--- config.mk ---
export PLATFORM = sky130hd
export DESIGN_NAME = datapathCore
export DESIGN_NICKNAME = d
export VERILOG_FILES = /design/src/cpuPkg.sv /design/src/arithmeticUnit.sv /design/src/controlSequencer.sv /design/src/datapathCore.sv /design/src/registerFile.sv /design/src/restoringDivider.sv
export VERILOG_INCLUDE_DIRS = /design/src /design/src/src
export SDC_FILE = /design/constraint.sdc
export NUM_CORES = 2
export LEC_CHECK = 0
export CAP_MARGIN = 20
export CORE_MARGIN = 4
export CORE_UTILIZATION = 25
export CTS_BUF_LIST = sky130_fd_sc_hd__clkbuf_16
export CTS_CLUSTER_DIAMETER = 40
export DETAILED_ROUTE_END_ITERATION = 8
export DONT_BUFFER_PORTS = 1
export GPL_TIMING_DRIVEN = 0
export PLACE_DENSITY = 0.37
export SKIP_LAST_GASP = 1
export SLEW_MARGIN = 40
export SYNTH_ARGS = -nofsm -noshare
export SYNTH_HDL_FRONTEND = slang
export SYNTH_SLANG_ARGS = --single-unit
--- constraint.sdc ---
create_clock -name Clock -period 12.7 [get_ports Clock]
set_input_delay 1.27 -clock Clock [delete_from_list [all_inputs] [get_ports Clock]]
set_output_delay 1.27 -clock Clock [all_outputs]
set_load 0.005 [all_outputs]
--- src/cpuSettings.svh ---
`ifndef CPU_SETTINGS_SVH
`define CPU_SETTINGS_SVH

// width of the internal bus and of every datapath register
`define DATA_WIDTH 32

// number of general registers, indexed by 4-bit fields
`define REG_COUNT 16

`endif

--- src/cpuPkg.sv ---
package cpuPkg;

    typedef enum logic [4:0] {
        Add  = 5'b00011,
        Sub  = 5'b00100,
        And  = 5'b00101,
        Or   = 5'b00110,
        Addi = 5'b01100,
        Mul  = 5'b01111,
        Div  = 5'b10000
    } opcodeType;

    typedef enum logic [3:0] {
        Idle,
        LoadA,   // MDR takes host data
        LoadB,   // MDR written to target register
        T0,
        T1,
        T2,
        T3,
        T4,
        T5
    } stepType;

    typedef struct packed {
        opcodeType   opcode;
        logic [3:0]  ra;
        logic [3:0]  rb;
        logic [3:0]  rc;
        logic [14:0] unused;
    } regFormType;

    typedef struct packed {
        opcodeType   opcode;
        logic [3:0]  ra;
        logic [3:0]  rb;
        logic [18:0] imm;   // sign-extended by the ALU
    } immFormType;

    // one IR word, read as register form or immediate form
    typedef union packed {
        regFormType regForm;
        immFormType immForm;
    } instructionWord;

endpackage

--- src/arithmeticUnit.sv ---
`timescale 1ns/10ps
`include "cpuSettings.svh"

module arithmeticUnit (
    input  logic                   Clock,
    input  logic                   reset,
    input  cpuPkg::opcodeType      opcode,
    input  logic [`DATA_WIDTH-1:0] operandY,
    input  logic [`DATA_WIDTH-1:0] operandB,
    input  logic [18:0]            immediate,
    input  logic                   startDivide,
    output logic [`DATA_WIDTH-1:0] resultHigh,
    output logic [`DATA_WIDTH-1:0] resultLow,
    output logic                   aluDone
);

    localparam int width = `DATA_WIDTH;

    logic [width-1:0]   immExtended;
    logic [2*width-1:0] product;
    logic [width-1:0]   quotient;
    logic [width-1:0]   remainder;
    logic               divFinish;

    assign immExtended = {{(width - 19){immediate[18]}}, immediate};
    assign product     = operandY * operandB;   // unsigned, full 64 bits

    restoringDivider i_restoringDivider (
        .Clock       (Clock),
        .reset       (reset),
        .startDivide (startDivide),
        .dividend    (operandY),
        .divisor     (operandB),
        .quotient    (quotient),
        .remainder   (remainder),
        .finish      (divFinish)
    );

    always_comb begin
        resultHigh = '0;
        resultLow  = '0;
        aluDone    = 1'b1;   // single-cycle ops complete at once
        case (opcode)
            cpuPkg::Add: begin
                resultLow = operandY + operandB;
            end
            cpuPkg::Sub: begin
                resultLow = operandY - operandB;   // wraps modulo 2^32
            end
            cpuPkg::And: begin
                resultLow = operandY & operandB;
            end
            cpuPkg::Or: begin
                resultLow = operandY | operandB;
            end
            cpuPkg::Addi: begin
                resultLow = operandY + immExtended;
            end
            cpuPkg::Mul: begin
                resultHigh = product[2*width-1:width];
                resultLow  = product[width-1:0];
            end
            cpuPkg::Div: begin
                resultHigh = remainder;
                resultLow  = quotient;
                aluDone    = divFinish;   // holds T4 until the divider retires
            end
            default: begin
                resultLow = '0;
            end
        endcase
    end

endmodule

--- src/controlSequencer.sv ---
`timescale 1ns/10ps
`include "cpuSettings.svh"

module controlSequencer (
    input  logic                          Clock,
    input  logic                          reset,
    input  logic                          loadStrobe,
    input  logic [$clog2(`REG_COUNT)-1:0] loadSelect,
    input  logic                          start,
    input  cpuPkg::instructionWord        instruction,
    input  logic                          aluDone,
    output logic                          pcOut,
    output logic                          mdrOut,
    output logic                          zLowOut,
    output logic                          zHighOut,
    output logic [$clog2(`REG_COUNT)-1:0] regOutSelect,
    output logic                          regOutValid,
    output logic                          marEnable,
    output logic                          mdrEnable,
    output logic                          irEnable,
    output logic                          yEnable,
    output logic                          zEnable,
    output logic                          pcEnable,
    output logic                          hiEnable,
    output logic                          loEnable,
    output logic [`REG_COUNT-1:0]         regEnable,
    output logic                          incPc,
    output logic                          useImmediate,
    output logic                          startDivide,
    output logic                          busy,
    output logic                          done
);

    cpuPkg::stepType                 step;
    logic [$clog2(`REG_COUNT)-1:0]   loadTarget;
    logic                            execEntry;
    cpuPkg::opcodeType               opcode;
    logic                            isMulDiv;
    logic                            isImmediate;

    assign opcode      = instruction.regForm.opcode;
    assign isMulDiv    = (opcode == cpuPkg::Mul) || (opcode == cpuPkg::Div);
    assign isImmediate = (instruction.immForm.opcode == cpuPkg::Addi);

    always_ff @(posedge Clock) begin
        if (reset) begin
            step       <= cpuPkg::Idle;
            loadTarget <= '0;
            execEntry  <= 1'b0;
        end else begin
            execEntry <= (step == cpuPkg::T3);   // high in the first T4 cycle
            case (step)
                cpuPkg::Idle: begin
                    if (loadStrobe) begin
                        step       <= cpuPkg::LoadA;
                        loadTarget <= loadSelect;
                    end else if (start) begin
                        step <= cpuPkg::T0;
                    end
                end
                cpuPkg::LoadA: step <= cpuPkg::LoadB;
                cpuPkg::LoadB: step <= cpuPkg::Idle;
                cpuPkg::T0:    step <= cpuPkg::T1;
                cpuPkg::T1:    step <= cpuPkg::T2;
                cpuPkg::T2:    step <= cpuPkg::T3;
                cpuPkg::T3:    step <= cpuPkg::T4;
                cpuPkg::T4:    step <= aluDone ? cpuPkg::T5 : cpuPkg::T4;
                default:       step <= cpuPkg::Idle;
            endcase
        end
    end

    always_comb begin
        {pcOut, mdrOut, zLowOut, zHighOut, regOutValid} = '0;
        {marEnable, mdrEnable, irEnable, yEnable, zEnable} = '0;
        {pcEnable, hiEnable, loEnable, incPc, useImmediate, startDivide, done} = '0;
        regOutSelect = '0;
        regEnable    = '0;
        case (step)
            cpuPkg::LoadA: mdrEnable = 1'b1;
            cpuPkg::LoadB: begin
                mdrOut                = 1'b1;
                regEnable[loadTarget] = 1'b1;
                done                  = 1'b1;
            end
            cpuPkg::T0: begin
                {pcOut, marEnable, zEnable, incPc} = '1;   // Z gets PC+1
            end
            cpuPkg::T1: {zLowOut, pcEnable, mdrEnable} = '1;
            cpuPkg::T2: {mdrOut, irEnable} = '1;
            cpuPkg::T3: begin
                regOutValid  = 1'b1;
                regOutSelect = isMulDiv ? instruction.regForm.ra : instruction.regForm.rb;
                yEnable      = 1'b1;
            end
            cpuPkg::T4: begin
                if (isImmediate) begin
                    useImmediate = 1'b1;   // second operand is the constant, bus idle
                end else begin
                    regOutValid  = 1'b1;
                    regOutSelect = isMulDiv ? instruction.regForm.rb : instruction.regForm.rc;
                end
                startDivide = execEntry && (opcode == cpuPkg::Div);
                zEnable     = aluDone;
            end
            cpuPkg::T5: begin
                done = 1'b1;
                if (isMulDiv) begin
                    {zHighOut, hiEnable, loEnable} = '1;   // LO loads straight from ZLow
                end else begin
                    zLowOut                           = 1'b1;
                    regEnable[instruction.regForm.ra] = 1'b1;
                end
            end
            default: ;
        endcase
    end

    assign busy = (step != cpuPkg::Idle);

    // the top-level OR multiplexer relies on a single driver per cycle
    oneBusSource: assert property (@(posedge Clock) disable iff (reset)
        $onehot0({pcOut, mdrOut, zLowOut, zHighOut, regOutValid}))
        else $error("controlSequencer: several bus sources selected");

endmodule

--- src/datapathCore.sv ---
`timescale 1ns/10ps
`include "cpuSettings.svh"

module datapathCore (
    input  logic                          Clock,
    input  logic                          reset,
    input  logic                          loadStrobe,
    input  logic [$clog2(`REG_COUNT)-1:0] loadSelect,
    input  logic                          start,
    input  logic [`DATA_WIDTH-1:0]        memData,
    input  logic [$clog2(`REG_COUNT)-1:0] readSelect,
    output logic                          busy,
    output logic                          done,
    output logic [`DATA_WIDTH-1:0]        readData,
    output logic [`DATA_WIDTH-1:0]        hiValue,
    output logic [`DATA_WIDTH-1:0]        loValue,
    output logic [`DATA_WIDTH-1:0]        pcValue
);

    localparam int width = `DATA_WIDTH;

    logic [width-1:0]              busData;
    logic [width-1:0]              regBusValue;
    logic [width-1:0]              pcReg, marReg, mdrReg, yReg;
    logic [width-1:0]              zHigh, zLow, hiReg, loReg;
    logic [width-1:0]              aluHigh, aluLow;
    cpuPkg::instructionWord        irReg;
    logic [18:0]                   aluImmediate;
    logic                          pcOut, mdrOut, zLowOut, zHighOut, regOutValid;
    logic [$clog2(`REG_COUNT)-1:0] regOutSelect;
    logic                          marEnable, mdrEnable, irEnable, yEnable, zEnable;
    logic                          pcEnable, hiEnable, loEnable;
    logic [`REG_COUNT-1:0]         regEnable;
    logic                          incPc, useImmediate, startDivide, aluDone;

    // selected sources are ORed onto the shared bus
    assign busData = ({width{pcOut}}       & pcReg)
                   | ({width{mdrOut}}      & mdrReg)
                   | ({width{zLowOut}}     & zLow)
                   | ({width{zHighOut}}    & zHigh)
                   | ({width{regOutValid}} & regBusValue);

    assign aluImmediate = useImmediate ? irReg.immForm.imm : '0;   // only shown during addi

    always_ff @(posedge Clock) begin
        if (reset) begin
            {pcReg, marReg, mdrReg, yReg, zHigh, zLow, hiReg, loReg} <= '0;
            irReg <= '0;
        end else begin
            if (pcEnable)  pcReg  <= busData;
            if (marEnable) marReg <= busData;
            if (mdrEnable) mdrReg <= memData;   // no store path, MDR only reads memory
            if (irEnable)  irReg  <= busData;
            if (yEnable)   yReg   <= busData;
            if (zEnable)   {zHigh, zLow} <= incPc ? {{width{1'b0}}, busData + 1'b1}
                                                  : {aluHigh, aluLow};
            if (hiEnable)  hiReg  <= busData;
            if (loEnable)  loReg  <= zLow;
        end
    end

    registerFile i_registerFile (
        .Clock (Clock), .reset (reset), .busData (busData), .writeEnable (regEnable),
        .readSelect (readSelect), .busSelect (regOutSelect), .busValue (regBusValue),
        .readData (readData)
    );

    arithmeticUnit i_arithmeticUnit (
        .Clock (Clock), .reset (reset), .opcode (irReg.regForm.opcode), .operandY (yReg),
        .operandB (busData), .immediate (aluImmediate), .startDivide (startDivide),
        .resultHigh (aluHigh), .resultLow (aluLow), .aluDone (aluDone)
    );

    controlSequencer i_controlSequencer (
        .Clock (Clock), .reset (reset), .loadStrobe (loadStrobe), .loadSelect (loadSelect),
        .start (start), .instruction (irReg), .aluDone (aluDone), .pcOut (pcOut),
        .mdrOut (mdrOut), .zLowOut (zLowOut), .zHighOut (zHighOut),
        .regOutSelect (regOutSelect), .regOutValid (regOutValid), .marEnable (marEnable),
        .mdrEnable (mdrEnable), .irEnable (irEnable), .yEnable (yEnable), .zEnable (zEnable),
        .pcEnable (pcEnable), .hiEnable (hiEnable), .loEnable (loEnable),
        .regEnable (regEnable), .incPc (incPc), .useImmediate (useImmediate),
        .startDivide (startDivide), .busy (busy), .done (done)
    );

    assign hiValue = hiReg;
    assign loValue = loReg;
    assign pcValue = pcReg;

    // fetch leaves PC one past the address latched into MAR
    pcFollowsMar: assert property (@(posedge Clock) disable iff (reset)
        pcEnable |=> (pcReg == marReg + 1))
        else $error("datapathCore: PC does not follow the fetch address");

endmodule

--- src/registerFile.sv ---
`timescale 1ns/10ps
`include "cpuSettings.svh"

module registerFile (
    input  logic                          Clock,
    input  logic                          reset,
    input  logic [`DATA_WIDTH-1:0]        busData,
    input  logic [`REG_COUNT-1:0]         writeEnable,
    input  logic [$clog2(`REG_COUNT)-1:0] readSelect,
    input  logic [$clog2(`REG_COUNT)-1:0] busSelect,
    output logic [`DATA_WIDTH-1:0]        busValue,
    output logic [`DATA_WIDTH-1:0]        readData
);

    logic [`DATA_WIDTH-1:0] generalRegs [`REG_COUNT];

    always_ff @(posedge Clock) begin
        for (int i = 0; i < `REG_COUNT; i++) begin
            if (reset) begin
                generalRegs[i] <= '0;
            end else if (writeEnable[i]) begin
                generalRegs[i] <= busData;   // every register loads from the bus
            end
        end
    end

    assign busValue = generalRegs[busSelect];   // feeds the bus multiplexer
    assign readData = generalRegs[readSelect];  // host observation port

    // the sequencer must never target two registers in one cycle
    singleWrite: assert property (@(posedge Clock) disable iff (reset)
        $onehot0(writeEnable))
        else $error("registerFile: more than one write enable set");

endmodule

--- src/restoringDivider.sv ---
`timescale 1ns/10ps
`include "cpuSettings.svh"

module restoringDivider (
    input  logic                   Clock,
    input  logic                   reset,
    input  logic                   startDivide,
    input  logic [`DATA_WIDTH-1:0] dividend,
    input  logic [`DATA_WIDTH-1:0] divisor,
    output logic [`DATA_WIDTH-1:0] quotient,
    output logic [`DATA_WIDTH-1:0] remainder,
    output logic                   finish
);

    localparam int width = `DATA_WIDTH;
    localparam int lastStep = width - 1;

    logic                         active;
    logic [$clog2(width)-1:0]     stepCount;
    logic [width-1:0]             quoReg;
    logic [width-1:0]             remReg;
    logic [width-1:0]             divReg;
    logic [width:0]               shifted;
    logic [width:0]               trial;
    logic                         zeroDivisor;

    assign zeroDivisor = (divisor == '0);

    // next dividend bit enters the partial remainder, then a trial subtract
    assign shifted = {remReg, quoReg[width-1]};
    assign trial   = shifted - {1'b0, divReg};

    always_ff @(posedge Clock) begin
        if (reset) begin
            active    <= 1'b0;
            stepCount <= '0;
            finish    <= 1'b0;
        end else begin
            finish <= 1'b0;
            if (startDivide && zeroDivisor) begin
                finish <= 1'b1;   // defined result, no iterations
            end else if (startDivide) begin
                active    <= 1'b1;
                stepCount <= '0;
            end else if (active) begin
                stepCount <= stepCount + 1'b1;
                if (stepCount == lastStep[$clog2(width)-1:0]) begin
                    active <= 1'b0;
                    finish <= 1'b1;
                end
            end
        end
    end

    always_ff @(posedge Clock) begin
        if (startDivide) begin
            divReg <= divisor;
            quoReg <= zeroDivisor ? '1 : dividend;
            remReg <= zeroDivisor ? dividend : '0;
        end else if (active) begin
            quoReg <= {quoReg[width-2:0], ~trial[width]};   // no borrow gives a one
            if (!trial[width]) begin
                remReg <= trial[width-1:0];
            end else begin
                remReg <= shifted[width-1:0];   // restore
            end
        end
    end

    assign quotient  = quoReg;
    assign remainder = remReg;

    // a new divide may only be requested once the previous one has retired
    noRestart: assert property (@(posedge Clock) disable iff (reset)
        startDivide |-> !active)
        else $error("restoringDivider: start while a division is running");

endmodule
[Yosys cells after proc, flatten, opt, wreduce, memory -nomap -nowiden]
Memories as Yosys holds them, arrays and structs flattened.
Cells that the tools add are included.
Cells by class
  add/sub/neg operators: 6
  equality and inequality tests: 17
  mux-type cells: 118
  reductions and logical operators: 14
  multipliers: 1
  bitwise gates (word level): 29
  magnitude comparators: 4
Operators by type and width (count)
  32-bit 2-to-1 mux: 23
  32-bit case mux with 7 select lines: 1
  32-bit bitwise AND: 6
  32-bit bitwise OR: 5
  1-bit 2-to-1 mux: 74
  32-bit adder: 2
  32-bit by 32-bit multiplier with 64-bit output: 1
  64-bit 2-to-1 mux: 1
  32-bit case mux with 2 select lines: 1
  33-bit by 32-bit subtractor with 33-bit output: 1
  32-bit by 1-bit adder with 32-bit output, second input constant: 1
  32-bit logical NOT: 1
  16-bit case mux with 2 select lines: 1
  32-bit subtractor: 1
  4-bit case mux with 7 select lines: 1
  4-bit 2-to-1 mux: 6
  19-bit 2-to-1 mux: 1
  4-bit by 3-bit == test with 1-bit output, second input constant: 4
  16-bit 2-to-1 mux: 1
  1-bit bitwise OR: 16
  5-bit by 3-bit == test with 1-bit output, second input constant: 3
  5-bit by 4-bit == test with 1-bit output, second input constant: 2
  5-bit == test, second input constant: 2
  4-bit by 5-bit < comparator with 1-bit output, second input constant: 2
  19 further kinds: 32
Storage, ports and cells
  memories: 1
  bits in registers: 368
  bits of input ports: 44
  RAM bits: 512
  logic and storage cells: 207
Memories
  i_registerFile.generalRegs: depth 16, width 32, read ports 2, clocked after Yosys merged registers in 0, write ports 16, line registerFile.sv:15  | logic [`DATA_WIDTH-1:0] generalRegs [`REG_COUNT];

[Longest topological paths before layout]
  depth in word-level cells: 12
  mapped depth: 47

[Hierarchy]
From an unflattened synthesis, not the netlist that was laid out.
Second synthesis, totals
  cells, all modules: 8020
  area total of the unflattened synthesis: 81851.0 um^2
Modules (own cells, without submodules)
  arithmeticUnit: cells each 4352, seq. area each 0.0 um^2, area an instance 37292.0 um^2, times used 1
  registerFile: cells each 1681, seq. area each 15374.7 um^2, area an instance 26510.4 um^2, times used 1
  datapathCore: cells each 1215, seq. area each 5124.9 um^2, area an instance 10716.5 um^2, times used 1
  restoringDivider: cells each 642, seq. area each 3022.9 um^2, area an instance 6396.1 um^2, times used 1
  controlSequencer: cells each 130, seq. area each 180.2 um^2, area an instance 935.9 um^2, times used 1

[Worst setup path after synthesis]
No wires, ideal clock.
  kind: register -> register
  start point: reg irReg[27] (netlist bit)
  end point: reg zHigh[30]
  cell stages (with the launch flop): 44
  period minus slack after synthesis: 10.810 ns
  library setup time: 0.131 ns
  slack: 1.890 ns
  buffers on the path: 7
  arrival: 10.679 ns
  cell sequence: dfxtp_1 -> buf_6 -> or4b_1 -> buf_2 -> o211a_4 -> mux2_4 -> nor2_4 -> buf_2 -> buf_4 -> nand3_1 -> a31oi_1 -> and4_1 -> buf_2 -> buf_1 -> clkbuf_1 -> nor2b_1 -> fa_1 -> inv_1 -> [... 8 more ...] -> fa_1 -> fa_1 -> ha_1 -> a21o_1 -> a21o_1 -> a21o_1 -> a21o_1 -> a21o_1 -> a21o_1 -> a21oi_1 -> a21oi_1 -> o21ai_0 -> a211oi_1 -> o41ai_1 -> a31oi_1 -> a311oi_1 -> xor2_1 -> o22ai_1
On the way
  cells in the longest elaborated chain, start to end: 11
RTL lines
  from (decl): line datapathCore.sv:27  | cpuPkg::instructionWord irReg;
  from (signal assigned): line datapathCore.sv:53  | if (irEnable) irReg <= busData;
  5-bit by 4-bit == test with 1-bit output / 5-bit == test (equally long branches): line arithmeticUnit.sv:43, controlSequencer.sv:42
  1-bit logical OR: line controlSequencer.sv:42  | assign isMulDiv = (opcode == cpuPkg::Mul) || (opcode == cpuPkg::Div);
  4-bit 2-to-1 mux / 1-bit 2-to-1 mux (equally long branches): line controlSequencer.sv:101, controlSequencer.sv:108
  4-bit 2-to-1 mux / 1-bit case mux with 2 select lines (equally long branches): line controlSequencer.sv:97, controlSequencer.sv:79
  4-bit case mux with 2 select lines / 32-bit bitwise AND (equally long branches): line controlSequencer.sv:79, datapathCore.sv:39
  memory 16 x 32 bit / 32-bit bitwise OR (equally long branches)
  32-bit bitwise AND / 32-bit bitwise OR (equally long branches): line datapathCore.sv:41, datapathCore.sv:40
  32-bit bitwise OR: line datapathCore.sv:41  | | ({width{regOutValid}} & regBusValue);
  32-bit by 32-bit multiplier with 64-bit output: line arithmeticUnit.sv:26  | assign product = operandY * operandB;
  32-bit case mux with 2 select lines: line arithmeticUnit.sv:43  | case (opcode)
  64-bit 2-to-1 mux: line datapathCore.sv:55  | if (zEnable) {zHigh, zLow} <= incPc ? {{width{1'b0}}, busData + 1'b1}
  to (signal assigned): line datapathCore.sv:55
  to (decl): line datapathCore.sv:25  | logic [width-1:0] zHigh, zLow, hiReg, loReg;
Parallel ways exist; a longest one is shown, timed or not.
A chain may end at the register's enable or synchronous reset.

[Final worst setup path]
  start point: reg irReg[28] (netlist bit)
  end point: reg zHigh[30]
The elaborated chain is that of the path after synthesis.

==> flow_summary.toml <==
[status]
status = "completed"

[cells_and_area]
layout-drive-gt1-share_pct = 13.5
nets = 10100
fin_util_pct = 30.0
final_cell_mix = "nand2_1 (1179), inv_1 (1053), fa_1 (898)"
synthToLayoutAreaGrowth_pct = 19.1
final_common_cell = "nand2_1"

[yosys]
synth_nets = 9831
yosys.area_share.simple_pct = 17.8
synth_adder_area_share_pct = 27.3
synth_xor_area_share_pct = 1.32
synthFlopType = "edfxtp_1"
yosys-top-cells-area = "edfxtp_1 (23%), fa_1 (22%), dfxtp_1 (6.7%), nand2_1 (5.5%), ha_1 (5.1%)"
netlist.area_leader.share_pct = 22.5
syn_inst = 8559
synth_largest_area_cell = "edfxtp_1"
postSynth.asyncResetShare_pct = 0
synth_seq_area_share_pct = 29.2
synth-seq-cells = 880
yosysUniqueCellTypes = 105
synth_compound_area_share_pct = 10.1
yosysWarningCount = 0
avgSynthCellArea_um2 = 9.47
synth_edf_count = 608
synth_mux_area_share_pct = 5.87
synth_top_family_by_area = "adder cells"
synth.cell_area_um2 = 81000

[grt]
grt_pass1_vias = 71500
grt_max_degree = 47
antenna_found_initial = 59
grt_pass1_wl_um = 625000
overflow = 0
grt_usage_pct = 27.2

[timing]
max_slew_margin_pct = 36.2
rsz0062_at_grt = "yes"
worst_pin_slew_ps = 957
fin_worst_skew_ps = 53.1
hold_viol = 0
period_minus_slack_ps = 12570
max_freq_mhz = 79.6
maxSlewViolCount = 0
finalSetupViolCount = 0
period_share_pct = 98.9

[clock_network]
hold_buffers = 0
clk_latency_ps = 880
cts_tree = "built"
clk_pin_slew_ps = 50
cts_sinks = 880
htree_levels = 4
cts_made_buffers = 185
root_buffer = "clkbuf_16"
clk_path_buf_depth = 3

[setup_path]
arrival_ps = 13290
reg2reg_slack_ps = 130
critical_path_class = "reg2reg"
startpoint_type = "register"
slowest_delay_ps = 610
crit_fanout = 10
endpoint_kind = "register"
r2r.worst_path.cells = 42
crit_top_cell = "a21o_1"
crit_family = "compound AO/OA/AOI/OAI gates"
cp.depth = 42
critPathSlowestCell = "nor2_1"
crit_buf_inv = 9
cp_data_required_time_ps = 13420

[placement]
dpl.hpwl_um = 366000
gp_congestion = 0.971
io_buffer_count = 0

[pwr]
total_power_mw = 9.38
p_leak_nw = 39.6
p_per_area_nw_per_um2 = 97.2
irDropWorstVdd_v = 0.000105

[floorplanning]
die_x_um = 577
num_io_pins = 174
core_um2 = 322000
rows = 208
die_area_um2 = 333000
die_h_um = 577
start_util_pct = 25.2

[route]
drtIter0Drc = 8113
routedWlPerCell_um = 34.6
drt_wl_total_um = 463000
postRouteAntennaNets = 0
num_vias = 70600
drc = 0
first_pass_iters = 8
drt-vias-per-instance = 5.28

[hold_path]
hp-class = "reg2reg"
hold_depth = 2

[run]
maxCapViolCount = 0
per-layer routing:
layer | track usage [%] | wire length (µm) | vias to the layer above
met5 | 0 | 80 | -
met4 | 14.0 | 28900 | 14
met3 | 4.58 | 33100 | 912
met2 | 45.0 | 217000 | 3561
met1 | 34.2 | 184000 | 37000
li1 | - | - | 29100
Yosys cell counts (20+ instances only):
cell,n
fa_1,898
a31oi_1,57
o221ai_1,22
nand2b_1,46
nand2_1,1192
ha_1,330
inv_1,1042
and3_1,104
o21ai_1,21
mux2i_1,82
buf_2,54
nor3_1,98
edfxtp_1,608
xor2_1,39
a221oi_1,27
a311oi_1,39
nor2b_1,134
a211oi_1,173
o21a_1,21
mux4_2,161
buf_4,20
nand3_1,157
o21ai_0,165
xnor2_1,83
clkbuf_1,514
a22oi_1,46
a222oi_1,37
a21o_1,61
a21oi_1,327
buf_1,69
o211ai_1,20
and2_1,433
dfxtp_1,272
nor2_1,835
state kept, by name (all words and copies together), names as in the netlist:
register	flops
i_controlSequencer.loadTarget	4
i_arithmeticUnit.i_restoringDivider.quotient	32
yReg	32
zLow	32
mdrReg	32
i_arithmeticUnit.i_restoringDivider.active	1
i_arithmeticUnit.i_restoringDivider.finish	1
hiValue	32
pcValue	32
i_registerFile.generalRegs	512
i_arithmeticUnit.i_restoringDivider.stepCount	5
i_controlSequencer.step	4
i_controlSequencer.execEntry	1
i_arithmeticUnit.i_restoringDivider.remainder	32
loValue	32
irReg	32
zHigh	32
i_arithmeticUnit.i_restoringDivider.divReg	32
through the flow:
| stage | setup TNS (ps) | hold WS (ps) | instances | cell area (µm²) | setup WS (ps) |
|---|---|---|---|---|---|
| 6_report | 0 | 459 | 13400 | 96500 | 134 |
| 5_1_grt | -23.7 | 485 | 13300 | 96400 | -23.7 |
| 4_1_cts | -84.6 | 458 | 13300 | 95900 | -84.6 |
| 3_5_place_dp | -53550 | 452 | 12900 | 88500 | -2050 |
| 3_3_place_gp | -160660 | 443 | 12900 | 86400 | -4880 |
| 2_1_floorplan | 0 | 436 | 8559 | 81000 | 1890 |
worst reg2reg max path: cells and delay by family, from the launching register on:
kind / cells / cell delay (ps)
flops: 1 / 300
buf+inv: 9 / 2240
mux: 1 / 420
compound gates: 18 / 3970
xor+xnor: 1 / 320
simple gates: 4 / 1550
fa+ha+maj: 9 / 3660
area by class of cell:
type	instances	area, µm²
diodes	31	77.6
plain buffers	671	3690
clock buffers	191	4780
clock inverters	155	1670
fillers	34000	225000
inverters	1058	4010
multi-input cells	5946	51300
flip-flops and latches	880	23700
well taps	4305	5390
repair buffers	131	1850
power breakdown:
group          internal, mW  switching, mW
sequential             3.16         0.0854
clock                  3.27           1.83
combinational         0.284          0.759
cells by family (layout without fill, tap and decap cells):
group | count (synthesis) | count (layout)
buf+inv | 1733 | 2206
simple gates | 3121 | 3121
xor+xnor | 122 | 122
mux | 267 | 267
other cells | 0 | 31
flops | 880 | 880
fa+ha+maj | 1228 | 1228
compound gates | 1208 | 1208
timing repair:
| item | CTS | global route |
|---|---|---|
| buffers inserted | 23 | 20 |
| setup endpoints to repair | 45 | 27 |
| pin swaps | 13 | 18 |
| endpoints found under the hold margin | 0 | 0 |
| resized for setup | 213 | 144 |
path summary, 6_finish.rpt:
check	start	endpoint
worst max-delay path	irReg[28]	zHigh[30]
worst min-delay path	irReg[3]	irReg[3]
worst max register to register	irReg[28]	zHigh[30]
worst min register to register	irReg[3]	irReg[3]
No activity file was read; power rests on OpenSTA's default activity.
